`config.mk`:
```
export PLATFORM = sky130hd
export DESIGN_NAME = fetch_front
export DESIGN_NICKNAME = d
export VERILOG_FILES = /design/src/hw/fetch_pkg.sv /design/src/hw/redirect_if.sv /design/src/hw/fetch_if.sv /design/src/hw/pc_select.sv /design/src/hw/fetch_stage.sv /design/src/hw/fetch_front.sv
export SDC_FILE = /design/constraint.sdc
export NUM_CORES = 1
export LEC_CHECK = 0
export ABC_AREA = 1
export BUFFER_PORTS_ARGS = -buffer_cell sky130_fd_sc_hd__buf_2
export CAP_MARGIN = 20
export CELL_PAD_IN_SITES_DETAIL_PLACEMENT = 0
export CELL_PAD_IN_SITES_GLOBAL_PLACEMENT = 1
export CORE_UTILIZATION = 24
export DETAILED_ROUTE_END_ITERATION = 12
export HOLD_SLACK_MARGIN = 0.02
export PLACE_DENSITY = 0.54
export SKIP_LAST_GASP = 1
export SYNTH_ARGS = -nofsm -noshare
export SYNTH_HDL_FRONTEND = slang
export SYNTH_HIERARCHICAL = 1
export SYNTH_SLANG_ARGS = --single-unit
```
`constraint.sdc`:
```
create_clock -name clk -period 11.6 [get_ports clk]
set_input_delay 2.32 -clock clk [delete_from_list [all_inputs] [get_ports clk]]
set_output_delay 2.32 -clock clk [all_outputs]
set_load 0.05 [all_outputs]
```
`src/hw/fetch_pkg.sv`:
```
package fetch_pkg;

    // basic widths
    localparam int ADDR_W = 32;
    localparam int INSTR_W = 32;

    // two instructions per fetch
    localparam int SLOTS = 2;
    localparam int PAIR_W = SLOTS * INSTR_W;

    // bytes advanced per sequential fetch
    localparam int FETCH_STRIDE = 8;

    typedef logic [ADDR_W-1:0] addr_t;
    typedef logic [INSTR_W-1:0] instr_t;

    // lower half at pc, upper half at pc + 4
    typedef logic [PAIR_W-1:0] pair_t;

    // boot address, kseg1 uncached
    localparam addr_t RESET_VECTOR = 32'hbfc0_0000;

    // rising priority, compared by value
    typedef enum logic [1:0] {
        REDIR_NONE   = 2'd0,
        REDIR_BRANCH = 2'd1,
        REDIR_ERET   = 2'd2,
        REDIR_EXC    = 2'd3
    } redirect_kind_t;

endpackage

```
`src/hw/redirect_if.sv`:
```
interface redirect_if;

    // resolved branch from execute
    logic             branch_taken;
    fetch_pkg::addr_t branch_target;

    // exception return
    logic             eret;
    fetch_pkg::addr_t epc;

    // exception entry
    logic             exc;
    fetch_pkg::addr_t entrance;

    modport sink (
        input branch_taken,
        input branch_target,
        input eret,
        input epc,
        input exc,
        input entrance
    );

endinterface

```
`src/hw/fetch_if.sv`:
```
interface fetch_if;

    // pc of the request stage
    fetch_pkg::addr_t pc;

    // request accepted by the bus this cycle
    logic req_fire;
    logic misaligned;

    // redirect taken, flush downstream
    logic kill;

    modport source (
        output pc,
        output req_fire,
        output misaligned,
        output kill
    );

    modport sink (
        input pc,
        input req_fire,
        input misaligned,
        input kill
    );

endinterface

```
`src/hw/pc_select.sv`:
```
module pc_select #(
    parameter fetch_pkg::addr_t P_RESET_VECTOR = fetch_pkg::RESET_VECTOR
) (
    input  logic             clk,
    input  logic             reset,
    input  logic             i_stall_d,
    input  logic             i_addr_ok,
    redirect_if.sink         redir,
    fetch_if.source          fetch,
    output logic             o_ireq_valid,
    output fetch_pkg::addr_t o_ireq_addr
);

    fetch_pkg::addr_t pc_q;
    fetch_pkg::addr_t pc_nxt;
    fetch_pkg::addr_t new_target;
    fetch_pkg::addr_t saved_target;
    fetch_pkg::addr_t redir_target;

    fetch_pkg::redirect_kind_t new_kind;
    fetch_pkg::redirect_kind_t saved_kind;
    fetch_pkg::redirect_kind_t redir_kind;

    logic misaligned;
    logic take_new;
    logic redirect_taken;
    logic advance;

    assign misaligned = |pc_q[1:0];

    // no bus request for a misaligned pc
    assign o_ireq_valid = ~misaligned & ~reset;
    assign o_ireq_addr = pc_q;

    // fixed priority among this cycle's strobes
    always_comb begin
        new_kind = fetch_pkg::REDIR_NONE;
        new_target = redir.branch_target;
        if (redir.exc) begin
            new_kind = fetch_pkg::REDIR_EXC;
            new_target = redir.entrance;
        end else if (redir.eret) begin
            new_kind = fetch_pkg::REDIR_ERET;
            new_target = redir.epc;
        end else if (redir.branch_taken) begin
            new_kind = fetch_pkg::REDIR_BRANCH;
            new_target = redir.branch_target;
        end
    end

    // a saved redirect only yields to an equal or stronger one
    assign take_new = (new_kind != fetch_pkg::REDIR_NONE) && (new_kind >= saved_kind);
    assign redir_kind = take_new ? new_kind : saved_kind;
    assign redir_target = take_new ? new_target : saved_target;

    assign redirect_taken = ~i_stall_d && (redir_kind != fetch_pkg::REDIR_NONE);

    // misaligned pc moves on without the bus, it becomes an exception slot
    assign advance = ~i_stall_d & ((o_ireq_valid & i_addr_ok) | misaligned);

    always_comb begin
        pc_nxt = pc_q;
        if (redirect_taken) begin
            pc_nxt = redir_target;
        end else if (advance) begin
            pc_nxt = pc_q + fetch_pkg::addr_t'(fetch_pkg::FETCH_STRIDE);
        end
    end

    always_ff @(posedge clk) begin
        if (reset) begin
            pc_q <= P_RESET_VECTOR;
        end else if (~i_stall_d) begin
            pc_q <= pc_nxt;
        end
    end

    // redirect seen during a stall waits here
    always_ff @(posedge clk) begin
        if (reset) begin
            saved_kind <= fetch_pkg::REDIR_NONE;
        end else if (~i_stall_d) begin
            saved_kind <= fetch_pkg::REDIR_NONE;
        end else if (take_new) begin
            saved_kind <= new_kind;
        end
    end

    always_ff @(posedge clk) begin
        if (i_stall_d && take_new) begin
            saved_target <= new_target;
        end
    end

    assign fetch.pc = pc_q;
    assign fetch.req_fire = ~i_stall_d & o_ireq_valid & i_addr_ok;
    assign fetch.misaligned = misaligned;
    assign fetch.kill = redirect_taken;

endmodule

```
`src/hw/fetch_stage.sv`:
```
module fetch_stage (
    input  logic                                       clk,
    input  logic                                       reset,
    input  logic                                       i_stall_d,
    fetch_if.sink                                      fetch,
    input  fetch_pkg::pair_t                           i_iresp_data,
    output logic [fetch_pkg::SLOTS-1:0]                o_slot_valid,
    output fetch_pkg::addr_t [fetch_pkg::SLOTS-1:0]    o_slot_pc,
    output fetch_pkg::instr_t [fetch_pkg::SLOTS-1:0]   o_slot_instr,
    output logic [fetch_pkg::SLOTS-1:0]                o_slot_exc
);

    // fetch register
    logic             f_valid;
    logic             f_misaligned;
    fetch_pkg::addr_t f_pc;

    // response captured during a stall
    logic             hold_valid;
    fetch_pkg::pair_t hold_data;
    fetch_pkg::pair_t resp;

    logic [fetch_pkg::SLOTS-1:0]              nxt_valid;
    logic [fetch_pkg::SLOTS-1:0]              nxt_exc;
    fetch_pkg::addr_t [fetch_pkg::SLOTS-1:0]  nxt_pc;
    fetch_pkg::instr_t [fetch_pkg::SLOTS-1:0] nxt_instr;

    always_ff @(posedge clk) begin
        if (reset) begin
            f_valid <= 1'b0;
        end else if (~i_stall_d) begin
            f_valid <= ~fetch.kill & (fetch.req_fire | fetch.misaligned);
        end
    end

    always_ff @(posedge clk) begin
        if (~i_stall_d) begin
            f_pc <= fetch.pc;
            f_misaligned <= fetch.misaligned;
        end
    end

    // first stalled cycle carries the data of f_pc, keep only that one
    always_ff @(posedge clk) begin
        if (reset) begin
            hold_valid <= 1'b0;
        end else if (i_stall_d && ~hold_valid) begin
            hold_valid <= 1'b1;
        end else if (~i_stall_d) begin
            hold_valid <= 1'b0;
        end
    end

    always_ff @(posedge clk) begin
        if (i_stall_d && ~hold_valid) begin
            hold_data <= i_iresp_data;
        end
    end

    assign resp = hold_valid ? hold_data : i_iresp_data;

    // slot 1 at pc, slot 0 at pc + 4
    always_comb begin
        nxt_valid[1] = f_valid;
        nxt_pc[1] = f_pc;
        nxt_instr[1] = resp[fetch_pkg::INSTR_W-1:0];
        nxt_exc[1] = f_valid & f_misaligned;

        nxt_valid[0] = f_valid & ~f_misaligned;
        nxt_pc[0] = f_pc + 32'd4;
        nxt_instr[0] = resp[fetch_pkg::PAIR_W-1:fetch_pkg::INSTR_W];
        nxt_exc[0] = 1'b0;

        if (f_misaligned) begin
            nxt_instr[1] = '0;
            nxt_instr[0] = '0;
        end
    end

    // output register toward decode
    always_ff @(posedge clk) begin
        if (reset || fetch.kill) begin
            o_slot_valid <= '0;
            o_slot_exc <= '0;
        end else if (~i_stall_d) begin
            o_slot_valid <= nxt_valid;
            o_slot_exc <= nxt_exc;
        end
    end

    always_ff @(posedge clk) begin
        if (~i_stall_d) begin
            o_slot_pc <= nxt_pc;
            o_slot_instr <= nxt_instr;
        end
    end

endmodule

```
`src/hw/fetch_front.sv`:
```
module fetch_front #(
    parameter fetch_pkg::addr_t P_RESET_VECTOR = fetch_pkg::RESET_VECTOR
) (
    input  logic                                       clk,
    input  logic                                       reset,
    input  logic                                       i_stall_d,

    // redirects from the back end
    input  logic                                       i_branch_taken,
    input  fetch_pkg::addr_t                           i_branch_target,
    input  logic                                       i_eret,
    input  fetch_pkg::addr_t                           i_epc,
    input  logic                                       i_exc,
    input  fetch_pkg::addr_t                           i_entrance,

    // instruction bus
    output logic                                       o_ireq_valid,
    output fetch_pkg::addr_t                           o_ireq_addr,
    input  logic                                       i_iresp_addr_ok,
    input  fetch_pkg::pair_t                           i_iresp_data,

    // toward decode
    output logic [fetch_pkg::SLOTS-1:0]                o_slot_valid,
    output fetch_pkg::addr_t [fetch_pkg::SLOTS-1:0]    o_slot_pc,
    output fetch_pkg::instr_t [fetch_pkg::SLOTS-1:0]   o_slot_instr,
    output logic [fetch_pkg::SLOTS-1:0]                o_slot_exc
);

    redirect_if u_redir ();
    fetch_if u_fetch ();

    assign u_redir.branch_taken = i_branch_taken;
    assign u_redir.branch_target = i_branch_target;
    assign u_redir.eret = i_eret;
    assign u_redir.epc = i_epc;
    assign u_redir.exc = i_exc;
    assign u_redir.entrance = i_entrance;

    pc_select #(
        .P_RESET_VECTOR(P_RESET_VECTOR)
    ) u_pc_select (
        .clk          (clk),
        .reset        (reset),
        .i_stall_d    (i_stall_d),
        .i_addr_ok    (i_iresp_addr_ok),
        .redir        (u_redir.sink),
        .fetch        (u_fetch.source),
        .o_ireq_valid (o_ireq_valid),
        .o_ireq_addr  (o_ireq_addr)
    );

    fetch_stage u_fetch_stage (
        .clk          (clk),
        .reset        (reset),
        .i_stall_d    (i_stall_d),
        .fetch        (u_fetch.sink),
        .i_iresp_data (i_iresp_data),
        .o_slot_valid (o_slot_valid),
        .o_slot_pc    (o_slot_pc),
        .o_slot_instr (o_slot_instr),
        .o_slot_exc   (o_slot_exc)
    );

endmodule

```
==> results of run 1 <==
## worst paths after layout
check / start / end / slack (ns) / cells past startpoint
worst max-delay path: reset / o_ireq_valid / 6.31 / 3
worst min-delay path: u_fetch_stage/f_pc[0]$_DFFE_PN_ / u_fetch_stage/o_slot_pc[0]$_DFFE_PN_ / 0.42 / 0
worst max register to register: u_pc_select/fetch.pc[3]$_SDFFE_PP0P_ / u_pc_select/fetch.pc[31]$_SDFFE_PP1P_ / 8.88 / 15
worst min register to register: u_fetch_stage/f_pc[0]$_DFFE_PN_ / u_fetch_stage/o_slot_pc[0]$_DFFE_PN_ / 0.42 / 0
## cell families after synthesis
logic type / count (synthesis) / synth area share [%]
and+or+nand+nor: 688 / 22.9
DFF: 294 / 62.6
AOI/OAI and AO/OA: 169 / 6.41
buffers and inverters: 150 / 5.76
xor gates and xnor gates: 28 / 1.93
adders and majority gates: 3 / 0.279
other: 1 / 0.0278
muxes: 1 / 0.0743
## placed cells by master, fill, tap and decap left out, types with 3 or more instances in the layout
cell type,synthesis,final
nand3_2,3,3
clkinv_2,0,9
o21ai_1,13,13
a21oi_1,79,79
edfxtp_1,255,255
nand2_1,279,279
xor2_1,13,13
and2_1,3,3
inv_1,54,53
nand3_1,55,55
nor2_4,9,10
o21ai_0,72,72
nand4_1,18,18
dfxtp_1,39,38
nand2_2,14,14
nor2_1,255,253
nor2_2,7,8
clkbuf_16,0,35
buf_4,37,8
bufinv_16,0,3
clkbuf_1,33,9
nor4_1,3,3
nand2_4,7,7
inv_2,4,4
nor2_8,5,5
nand3b_1,17,17
buf_2,12,330
ha_1,3,3
clkinv_1,1,3
nor3_1,9,9
xnor2_1,13,13
## per-layer routing
metal / share of wire (%) / track usage, %
met1: 45 / 19.3
met2: 47 / 23.0
met3: 6.4 / 3.09
met4: 1.4 / 3.24
met5: 0.11 / 0
## power by group through the flow
stage	registers (W)	clock network [W]	logic, W
after floorplan	0.00144	0	0.000250
after detailed placement	0.00134	0	0.000497
after CTS	0.00132	0.00113	0.000498
final	0.00132	0.00109	0.000492
after global routing	0.00133	0.00116	0.000533
after global placement	0.00134	0	0.000497
## state kept, by name, summed over array words and instances, names as in the netlist, 2 cells and up
register / cells
u_fetch_stage/o_slot_pc: 62
u_fetch_stage/f_pc: 32
u_fetch_stage/o_slot_valid: 2
u_pc_select/saved_target: 32
u_pc_select/saved_kind: 2
u_fetch_stage/hold_data: 64
u_fetch_stage/o_slot_instr: 64
u_pc_select/fetch.pc: 32
## stage by stage
stage | std cells | hold slack [ns] | utilization [%] | instance area (µm²)
6_report | 2394 | 0.419 | 30.2 | 16700
5_1_grt | 2393 | 0.416 | 30.2 | 16700
4_1_cts | 2393 | 0.418 | 30.2 | 16700
3_5_place_dp | 2330 | 0.405 | 28.2 | 15600
3_3_place_gp | 2330 | 0.403 | 28.2 | 15600
2_1_floorplan | 1334 | 0.400 | - | 13500
## cell type report
class	instances	area, µm²	area share, %
diodes	1	2.50	0.0150
clock buffers	44	910	5.44
clock inverters	19	214	1.28
inverters	60	233	1.39
multi-input cells	890	4270	25.5
flip-flops and latches	294	8440	50.5
well taps	748	936	5.60
repair buffers	338	1710	10.2
==> impl_metrics.csv, run 1 <==
group,metric,value,unit
run_status,outcome,"finished clean",
cts,clk_pin_slew,0.06,ns
drt,route.detailed.drc,0,
logic_synthesis,synthFlopType,"edfxtp_1",
logic_synthesis,synth-seq-area-share,62.6,%
placement,numPortBuffers,330,
drt,firstDrtPassIters,5,
pwr,power_switching_share,30.9,%
pwr,p_sw,0.000895,W
logic_synthesis,yosys_warnings,6,
global_routing,grt_start_max_net_pins,75,
pwr,irDropWorstVdd,83.8,µV
sta,finalHoldViolations,0,
floorplanning,dieArea,57100,µm²
global_routing,grt_pass1_wl,61.1,mm
cells_and_area,fin_nets,1789,
sta,layout_worst_path_cycle_share,45.6,%
critical_path,critPathBufInv,2,
critical_path,worstSetupEndpointType,"primary output",
cells_and_area,area_growth,24.1,%
logic_synthesis,synth-seq-cells,294,
drt,wire_per_inst,17.5,µm
logic_synthesis,synth_common_cells,"nand2_1, edfxtp_1, nor2_1",
sta,slew_viol_final,0,
cts,cts_root_buffer,"clkbuf_16",
critical_path,start_kind,"input pin",
logic_synthesis,synth_edf_count,255,
sta,tightest_slew,0.981,ns
critical_path,required,9.28,ns
cells_and_area,drive_gt1_share,27.5,%
floorplanning,die_w,239,µm
floorplanning,io_pins,332,
job,cap_viol_max_count,0,
cts,cts_hold_buf,0,
logic_synthesis,synth.distinct_cells,41,
pwr,total_power,0.00290,W
pwr,p_seq_share,45.4,%
drt,via_per_inst,4.28,
sta,relSlewSlack,34.5,%
critical_path,worst-setup-path-type,"in2out",
pwr,leakagePower,6.99,nW
cts,cts_setup_buffers,0,
sta,setup-tns-final,0,ns
cts,cts_max_level,2,
critical_path,crit_fanout,17,
drt,drt_iter0_drc,728,
pwr,intPower,0.00200,W
sta,finalClockSkew,0.0119,ns
logic_synthesis,synth_area_per_cell,10.1,µm²
critical_path,arrival,2.97,ns
logic_synthesis,netlist.area_leader.share,56.8,%
sta,setup_viol,0,
global_routing,grtUsageTotal,14.2,%
cells_and_area,num-fill-cells,5879,
sta,rsz0062_at_grt,"false",
logic_synthesis,yosys-top-cells-area,"edfxtp_1, nand2_1, nor2_1, dfxtp_1, a21oi_1",
floorplanning,die_h,239,µm
cts,cts.repair.resized,0,
global_routing,grt.overflow.total,0,
pwr,p_per_area,173,nW/µm²
cts,cts_num_sinks,294,
pwr,clkPwrFrac,37.6,%
sta,max_freq,189,MHz
sta,setup_ws,6.31,ns
sta,fin_crit,5.29,ns
logic_synthesis,async_reset_ff_share,0,%
critical_path,path_cells,"buf_2 -> nor2_1 -> buf_2",
floorplanning,rows,86,
cts,cts_tree,"yes",
critical_path,cpLargestDelayFamily,"buffers and inverters",
logic_synthesis,netlist_area,13500,µm²
critical_path,max_stage_delay,0.33,ns
floorplanning,start_util,24.4,%
drt,postRouteAntennaNets,0,
drt,vias,10300,
critical_path,cpMostUsedCell,"buf_2",
logic_synthesis,postSynthCellCount,1334,
placement,hpwlAfterDp,29.9,mm
cts,numCtsBuffers,35,
logic_synthesis,yosysTopAreaCell,"edfxtp_1",
hold_path,hold_class,"reg2reg",
cts,insertion_delay,0.55,ns
cts,cts.path.max_buffers,3,
critical_path,slowest_stage,"buf_2",
logic_synthesis,post-synth-top-count-cell,"nand2_1",
logic_synthesis,syn_nets,1504,
global_routing,grt_pass1_vias,9623,
pwr,pwr-share-comb,17.0,%
drt,routed_wirelength,41.8,mm
floorplanning,placeableCoreArea,55300,µm²
placement,gp_congestion,0.758,
global_routing,antenna_found_initial,4,
placement,pre_cts_ws,6.22,ns
Note: power is estimated with default switching activity, not from simulation.
==> run 2, diff against run 1 <==
==> constraint.sdc (replaced) <==
create_clock -name clk -period 5 [get_ports clk]
set_input_delay 1 -clock clk [delete_from_list [all_inputs] [get_ports clk]]
set_output_delay 1 -clock clk [all_outputs]
set_load 0.05 [all_outputs]
==> run 2 against run 1 <==
Register-to-register slack worse by 6.6 ns. First-iteration DRC count fell by 19%. Setup slack worse by 4.6 ns. Non-clock buffer count unchanged. Cell count rose by 0.13%. Critical path depth up 13. Clock power rose by 140%. Clock skew up 0.0015 ns. Routed wire length barely moved. Critical path type is now in2reg.
==> impl_metrics.csv, run 2 (synthesis results as in run 1) <==
group,metric,value,unit
sta,whs,0.420,ns
cts,cts_num_sinks,294,
global_routing,grtUsageTotal,14.3,%
cts,numCtsBuffers,35,
sta,rsz0062_at_grt,"false",
drt,firstDrtPassIters,7,
cells_and_area,fin_util,30.4,%
critical_path,r2r_slack,2.31,ns
critical_path,critPathBufInv,3,
floorplanning,die_h,239,µm
drt,via_per_inst,4.22,
run_status,outcome,"finished clean",
cells_and_area,fin_nets,1789,
critical_path,r2r_start,"u_pc_select/fetch.pc[3]$_SDFFE_PP0P_",
drt,wire_per_inst,17.4,µm
sta,finalHoldViolations,0,
pwr,irDropWorstVdd,227,µV
critical_path,reg2reg_depth,14,
sta,finalClockSkew,0.0134,ns
critical_path,required,5.43,ns
cts,cts_hold_buf,0,
sta,layout_worst_path_cycle_share,65.4,%
critical_path,cp-endpoint,"u_pc_select/fetch.pc[8]$_SDFFE_PP0P_",
cts,cts_tree,"yes",
cts,cts_max_level,2,
placement,hpwlAfterDp,30.1,mm
cells_and_area,final_common_cell,"buf_2",
job,cap_viol_max_count,0,
sta,tightest_slew,1.02,ns
cells_and_area,reg.largest.list,"u_fetch_stage/hold_data x64, u_fetch_stage/o_slot_instr x64, u_fetch_stage/o_slot_pc x62",
critical_path,r2r_end,"u_pc_select/fetch.pc[31]$_SDFFE_PP1P_",
sta,setup_viol,0,
pwr,leakagePower,7.03,nW
floorplanning,die_w,239,µm
cells_and_area,drive_gt1_share,27.6,%
global_routing,grt_pass1_vias,9807,
cells_and_area,area_growth,24.8,%
placement,gp_congestion,0.774,
critical_path,max_stage_delay,0.50,ns
drt,drt_iter0_drc,588,
sta,max_freq,306,MHz
sta,relSlewSlack,32.1,%
critical_path,crit_start,"i_eret",
global_routing,grt_start_max_net_pins,164,
drt,postRouteAntennaNets,0,
critical_path,worstSetupEndpointType,"register",
cts,cts.path.max_buffers,3,
critical_path,worst-setup-path-type,"in2reg",
floorplanning,dieArea,57100,µm²
critical_path,cpLargestDelayFamily,"simple AND/OR/NAND/NOR gates",
floorplanning,placeableCoreArea,55300,µm²
floorplanning,start_util,24.4,%
global_routing,grt_pass1_wl,62.2,mm
critical_path,start_kind,"input pin",
cts,clk_pin_slew,0.06,ns
drt,routed_wirelength,41.8,mm
critical_path,crit_cells,16,
drt,route.detailed.drc,0,
cts,cts_root_buffer,"clkbuf_16",
critical_path,path_cells,"buf_2 -> inv_4 -> nand2_1 -> nand3_2 -> nand2_2 -> nand2_4 -> nand2_4 -> nand2_2 -> nand2_2 -> inv_2 -> nand2_4 -> nand2_4 -> nand2_2 -> nand2_1 -> nor2_1 -> nor2_1",
cts,cts.repair.resized,0,
sta,fin_crit,3.27,ns
sta,setup_ws,1.73,ns
global_routing,antenna_found_initial,2,
floorplanning,io_pins,332,
placement,numPortBuffers,330,
hold_path,hold_class,"reg2reg",
cells_and_area,num-fill-cells,5870,
cells_and_area,final_cell_mix,"buf_2, nand2_1, edfxtp_1",
cts,cts_setup_buffers,0,
floorplanning,rows,86,
drt,vias,10100,
global_routing,grt.overflow.total,0,
placement,pre_cts_ws,1.12,ns
critical_path,crit_fanout,38,
pwr,p_per_area,405,nW/µm²
critical_path,slowest_stage,"buf_2",
critical_path,arrival,3.70,ns
sta,slew_viol_final,0,
cts,insertion_delay,0.55,ns
-- run 2: cell count changes in the layout (fill, tap and decap cells not counted) --
cell | before | now
buf_4 | 8 | 5
clkinv_8 | 2 | 0
clkinv_4 | 0 | 2
diode_2 | 1 | 3
buf_12 | 0 | 2
clkbuf_8 | 0 | 3
clkbuf_1 | 9 | 8
inv_8 | 1 | 0
inv_16 | 1 | 2
clkinv_2 | 9 | 7
bufinv_16 | 3 | 4
buf_16 | 0 | 1
-- run 2: worst min-delay path by stage --
stage	to	slack [ns]	startpoint	cells past startpoint
CTS	u_fetch_stage/o_slot_pc[1]$_DFFE_PN_	0.42	u_fetch_stage/f_pc[1]$_DFFE_PN_	0
finish	u_fetch_stage/o_slot_pc[0]$_DFFE_PN_	0.42	u_fetch_stage/f_pc[0]$_DFFE_PN_	0
global route	u_fetch_stage/o_slot_pc[1]$_DFFE_PN_	0.43	u_fetch_stage/f_pc[1]$_DFFE_PN_	0
detailed placement	u_fetch_stage/o_slot_pc[1]$_DFFE_PN_	0.41	u_fetch_stage/f_pc[1]$_DFFE_PN_	0
floorplan	u_fetch_stage/o_slot_pc[0]$_DFFE_PN_	0.40	u_fetch_stage/f_pc[0]$_DFFE_PN_	0
global placement	u_fetch_stage/o_slot_pc[0]$_DFFE_PN_	0.40	u_fetch_stage/f_pc[0]$_DFFE_PN_	0
-- run 2: area by class of cell --
cell class	instances	area, µm²	share of cell area [%]
Tap cell	748	936	5.57
Multi-Input combinational cell	890	4270	25.4
Sequential cell	294	8440	50.2
Timing Repair Buffer	338	1760	10.4
Antenna cell	3	7.51	0.0446
Clock inverter	18	229	1.36
Inverter	60	231	1.38
Clock buffer	46	947	5.63
-- run 2: worst register-to-register path, stage by stage (launching register included) --
cell,delay (ns)
dfxtp_1,0.65
ha_1,0.42
nand3_1,0.18
nor2_2,0.27
nand3_2,0.18
nor2_2,0.19
nand2_1,0.07
nor2_1,0.22
nand2_1,0.08
nand2_1,0.06
nand2_1,0.06
nand2_1,0.06
nand2_1,0.06
nand2_1,0.05
nand2_1,0.05
-- run 2: stage by stage --
| stage | setup TNS, ns | total power, W | cells | area (µm²) |
|---|---|---|---|---|
| after detailed placement | 0 | 0.00427 | 2329 | 15600 |
| after CTS | 0 | 0.00692 | 2393 | 16800 |
| after floorplan | -118.52 | 0.00392 | 1334 | 13500 |
| final | 0 | 0.00682 | 2397 | 16800 |
| after global placement | 0 | 0.00426 | 2329 | 15600 |
| after global routing | 0 | 0.00712 | 2395 | 16800 |
-- run 2: power by group --
group          total [W]  switching, W  internal, W
Clock            0.00261       0.00105      0.00156
Sequential       0.00305      0.000150      0.00290
Combinational    0.00115      0.000870     0.000279
Total            0.00682       0.00207      0.00475
-- run 2: layer usage --
| metal | share of wire (%) | up-vias | global-route usage (%) |
|---|---|---|---|
| met5 | 0 | - | 0 |
| met4 | 1.6 | 0 | 3.61 |
| met3 | 4.8 | 47 | 2.60 |
| met2 | 47 | 280 | 23.2 |
| met1 | 46 | 4747 | 19.6 |
| li1 | - | 5047 | - |
==> run 3, diff against run 2 <==
--- a/config.mk
+++ b/config.mk
@@ -5,7 +5,7 @@
 export SDC_FILE = /design/constraint.sdc
 export NUM_CORES = 1
 export LEC_CHECK = 0
-export ABC_AREA = 1
+export ABC_AREA = 0
 export BUFFER_PORTS_ARGS = -buffer_cell sky130_fd_sc_hd__buf_2
 export CAP_MARGIN = 20
 export CELL_PAD_IN_SITES_DETAIL_PLACEMENT = 0
==> constraint.sdc (replaced) <==
create_clock -name clk -period 3 [get_ports clk]
set_input_delay 0.6 -clock clk [delete_from_list [all_inputs] [get_ports clk]]
set_output_delay 0.6 -clock clk [all_outputs]
set_load 0.05 [all_outputs]
==> run 3 against run 2 <==
Power up 60%. Cell count down 19%. Die area down 7.2%. Count of clock-buffer cells in the layout up 5. Sequential cell count unchanged. Largest power group unchanged. Combinational power up 46%. Largest cell class unchanged. Sequential share of layout area up 2.7 points. Routed wire length down 20%. Highest routed layer unchanged. Synthesized area down 7.3%. Clock skew down 0.0048 ns. Setup slack worse by 1.4 ns. Register-to-register slack worse by 1.7 ns.
==> impl_metrics.csv, run 3 <==
group,metric,value,unit
global_routing,grt_pass1_vias,8268,
cells_and_area,final_cell_mix,"buf_2, edfxtp_1, nand2_1",
cts,cts_setup_buffers,0,
pwr,leakagePower,6.24,nW
sta,max_freq,369,MHz
sta,relSlewSlack,53.6,%
logic_synthesis,yosysTopAreaCell,"edfxtp_1",
sta,rsz0062_at_grt,"false",
cts,cts_tree,"yes",
cells_and_area,reg.largest.list,"u_fetch_stage/hold_data x64, u_fetch_stage/o_slot_instr x64, u_fetch_stage/o_slot_pc x62",
cells_and_area,stdcell_area,16000,µm²
floorplanning,die_h,230,µm
sta,finalClockSkew,0.00859,ns
pwr,irDropWorstVdd,279,µV
floorplanning,start_util,24.3,%
sta,finalHoldViolations,0,
critical_path,r2r_slack,0.58,ns
global_routing,antenna_found_initial,1,
job,cap_viol_max_count,0,
logic_synthesis,post-synth-top-count-cell,"edfxtp_1",
pwr,total_power,0.0109,W
logic_synthesis,synth.distinct_cells,48,
cts,cts_root_buffer,"clkbuf_16",
cts,cts_num_sinks,294,
cts,clk_pin_slew,0.06,ns
logic_synthesis,synth-seq-cells,294,
cells_and_area,area_growth,27.8,%
cells_and_area,drive_gt1_share,33.2,%
critical_path,required,2.40,ns
sta,slew_viol_final,0,
logic_synthesis,netlist.area_leader.share,61.3,%
floorplanning,dieArea,53000,µm²
logic_synthesis,syn_nets,1106,
floorplanning,die_w,230,µm
critical_path,worstSetupEndpointType,"primary output",
critical_path,crit_fanout,5,
floorplanning,rows,83,
drt,routed_wirelength,33.4,mm
drt,route.detailed.drc,0,
cts,cts.path.max_buffers,3,
pwr,pwr-share-comb,15.4,%
global_routing,use_met3,3.76,%
run_status,outcome,"finished clean",
critical_path,worst-setup-path-type,"reg2out",
cells_and_area,final_common_cell,"buf_2",
pwr,p_sw,0.00305,W
pwr,power_switching_share,28.0,%
cts,numCtsBuffers,35,
critical_path,r2r_end,"u_pc_select/fetch.pc[31]$_SDFFE_PP1P_",
logic_synthesis,async_reset_ff_share,0,%
logic_synthesis,postSynthCellCount,936,
logic_synthesis,synth_area_per_cell,13.3,µm²
placement,gp_congestion,0.756,
logic_synthesis,yosys_warnings,6,
sta,tightest_slew,0.692,ns
global_routing,grt.overflow.total,0,
drt,via_per_inst,4.18,
sta,fin_crit,2.71,ns
sta,whs,0.261,ns
critical_path,r2r_start,"u_pc_select/fetch.pc[3]$_SDFFE_PP0P_",
cts,cts_hold_buf,0,
cts,cts.repair.resized,0,
pwr,intPower,0.00785,W
cells_and_area,fin_util,31.1,%
sta,setup_ws,0.292,ns
drt,firstDrtPassIters,4,
global_routing,met2_usage,19.7,%
logic_synthesis,netlist_area,12500,µm²
logic_synthesis,yosys-top-cells-area,"edfxtp_1, mux2i_1, dfxtp_1, nand2_1, nor2_1",
placement,numPortBuffers,330,
global_routing,grtUsageTotal,12.4,%
cts,insertion_delay,0.53,ns
critical_path,cp-endpoint,"o_ireq_valid",
critical_path,arrival,2.11,ns
global_routing,grt_start_max_net_pins,87,
placement,dpl_cell_area,14800,µm²
sta,setup_viol,0,
global_routing,met1_usage,16.0,%
cells_and_area,fin_nets,1419,
drt,drt_iter0_drc,431,
placement,hpwlAfterDp,23.8,mm
critical_path,start_kind,"register",
sta,layout_worst_path_cycle_share,90.3,%
logic_synthesis,synth_edf_count,255,
critical_path,reg2reg_depth,7,
drt,postRouteAntennaNets,0,
critical_path,crit_start,"u_pc_select/fetch.pc[0]$_SDFFE_PP0P_",
pwr,clkPwrFrac,38.4,%
logic_synthesis,synthFlopType,"edfxtp_1",
drt,vias,8161,
hold_path,hold_class,"in2reg",
pwr,p_per_area,683,nW/µm²
global_routing,grt_pass1_wl,50.3,mm
global_routing,top_usage_layer,"met2",
drt,wire_per_inst,17.1,µm
floorplanning,placeableCoreArea,51400,µm²
cts,cts_max_level,2,
logic_synthesis,synth-seq-area-share,67.6,%
pwr,p_seq_share,46.1,%
floorplanning,io_pins,332,
placement,pre_cts_ws,0.149,ns
logic_synthesis,synth_common_cells,"edfxtp_1, nand2_1, nor2_1",
-- run 3: cell types whose count changed after synthesis, sizes merged, moves of 52 or more --
| cell | delta |
|---|---|
| nand2 | -189 |
| mux2i | +96 |
| a21oi | -73 |
| inv | -52 |
| o21ai | -55 |
| nor2 | -169 |
-- run 3: through the flow --
step                instances  setup TNS [ns]
floorplan                 936         -308.35
global placement         1892               0
detailed placement       1892               0
CTS                      1950               0
global route             1950               0
finish                   1952               0
-- run 3: kinds of logic after synthesis --
| kind of cell | after synthesis | share of synthesized area [%] |
|---|---|---|
| adders and majority gates | 3 | 0.301 |
| xor gates and xnor gates | 54 | 3.79 |
| DFF | 294 | 67.6 |
| muxes | 97 | 7.77 |
| and+or+nand+nor | 319 | 11.9 |
| buffers and inverters | 88 | 3.93 |
| AOI/OAI and AO/OA | 80 | 4.67 |
| other | 1 | 0.0300 |
-- run 3: routing by layer --
layer | wire length, µm | part of all wire, % | up-vias
li1 | - | - | 4026
met4 | 823 | 2.5 | 0
met3 | 2340 | 7.0 | 45
met1 | 15000 | 45 | 3800
met2 | 15200 | 46 | 290
met5 | 0 | 0 | -
-- run 3: worst min path at each step --
stage / start / end / slack [ns] / cells after the start
after floorplan: u_fetch_stage/f_pc[0]$_DFFE_PN_ / u_fetch_stage/o_slot_pc[0]$_DFFE_PN_ / 0.40 / 0
after global placement: u_fetch_stage/f_pc[0]$_DFFE_PN_ / u_fetch_stage/o_slot_pc[0]$_DFFE_PN_ / 0.42 / 0
after detailed placement: u_fetch_stage/f_pc[0]$_DFFE_PN_ / u_fetch_stage/o_slot_pc[0]$_DFFE_PN_ / 0.43 / 0
after CTS: i_iresp_data[13] / u_fetch_stage/hold_data[13]$_DFFE_PP_ / 0.21 / 1
after global routing: i_iresp_data[60] / u_fetch_stage/hold_data[60]$_DFFE_PP_ / 0.23 / 1
final: i_iresp_data[48] / u_fetch_stage/hold_data[48]$_DFFE_PP_ / 0.26 / 1
-- run 3: final cells by class --
class	count	area [µm²]
Fill cell	5217	35400
Sequential cell	294	8440
Multi-Input combinational cell	554	3580
Timing Repair Buffer	357	1930
Clock buffer	51	1040
Tap cell	680	851
Clock inverter	7	85.1
Inverter	7	30.0
Antenna cell	2	5.00
-- run 3: worst max-delay path, cell delays in order (launching register included) --
cell and delay, ns:
dfxtp_1 0.36, nor2_1 0.47, inv_1 0.20, nor2_1 0.24, buf_2 0.31
-- run 3: power by group through the flow --
stage / Clock (W) / Combinational (W) / Sequential [W]
after detailed placement: 0 / 0.00170 / 0.00513
after global placement: 0 / 0.00170 / 0.00512
final: 0.00419 / 0.00168 / 0.00503
after global routing: 0.00449 / 0.00181 / 0.00507
after floorplan: 0 / 0.000789 / 0.00553
after CTS: 0.00438 / 0.00171 / 0.00505
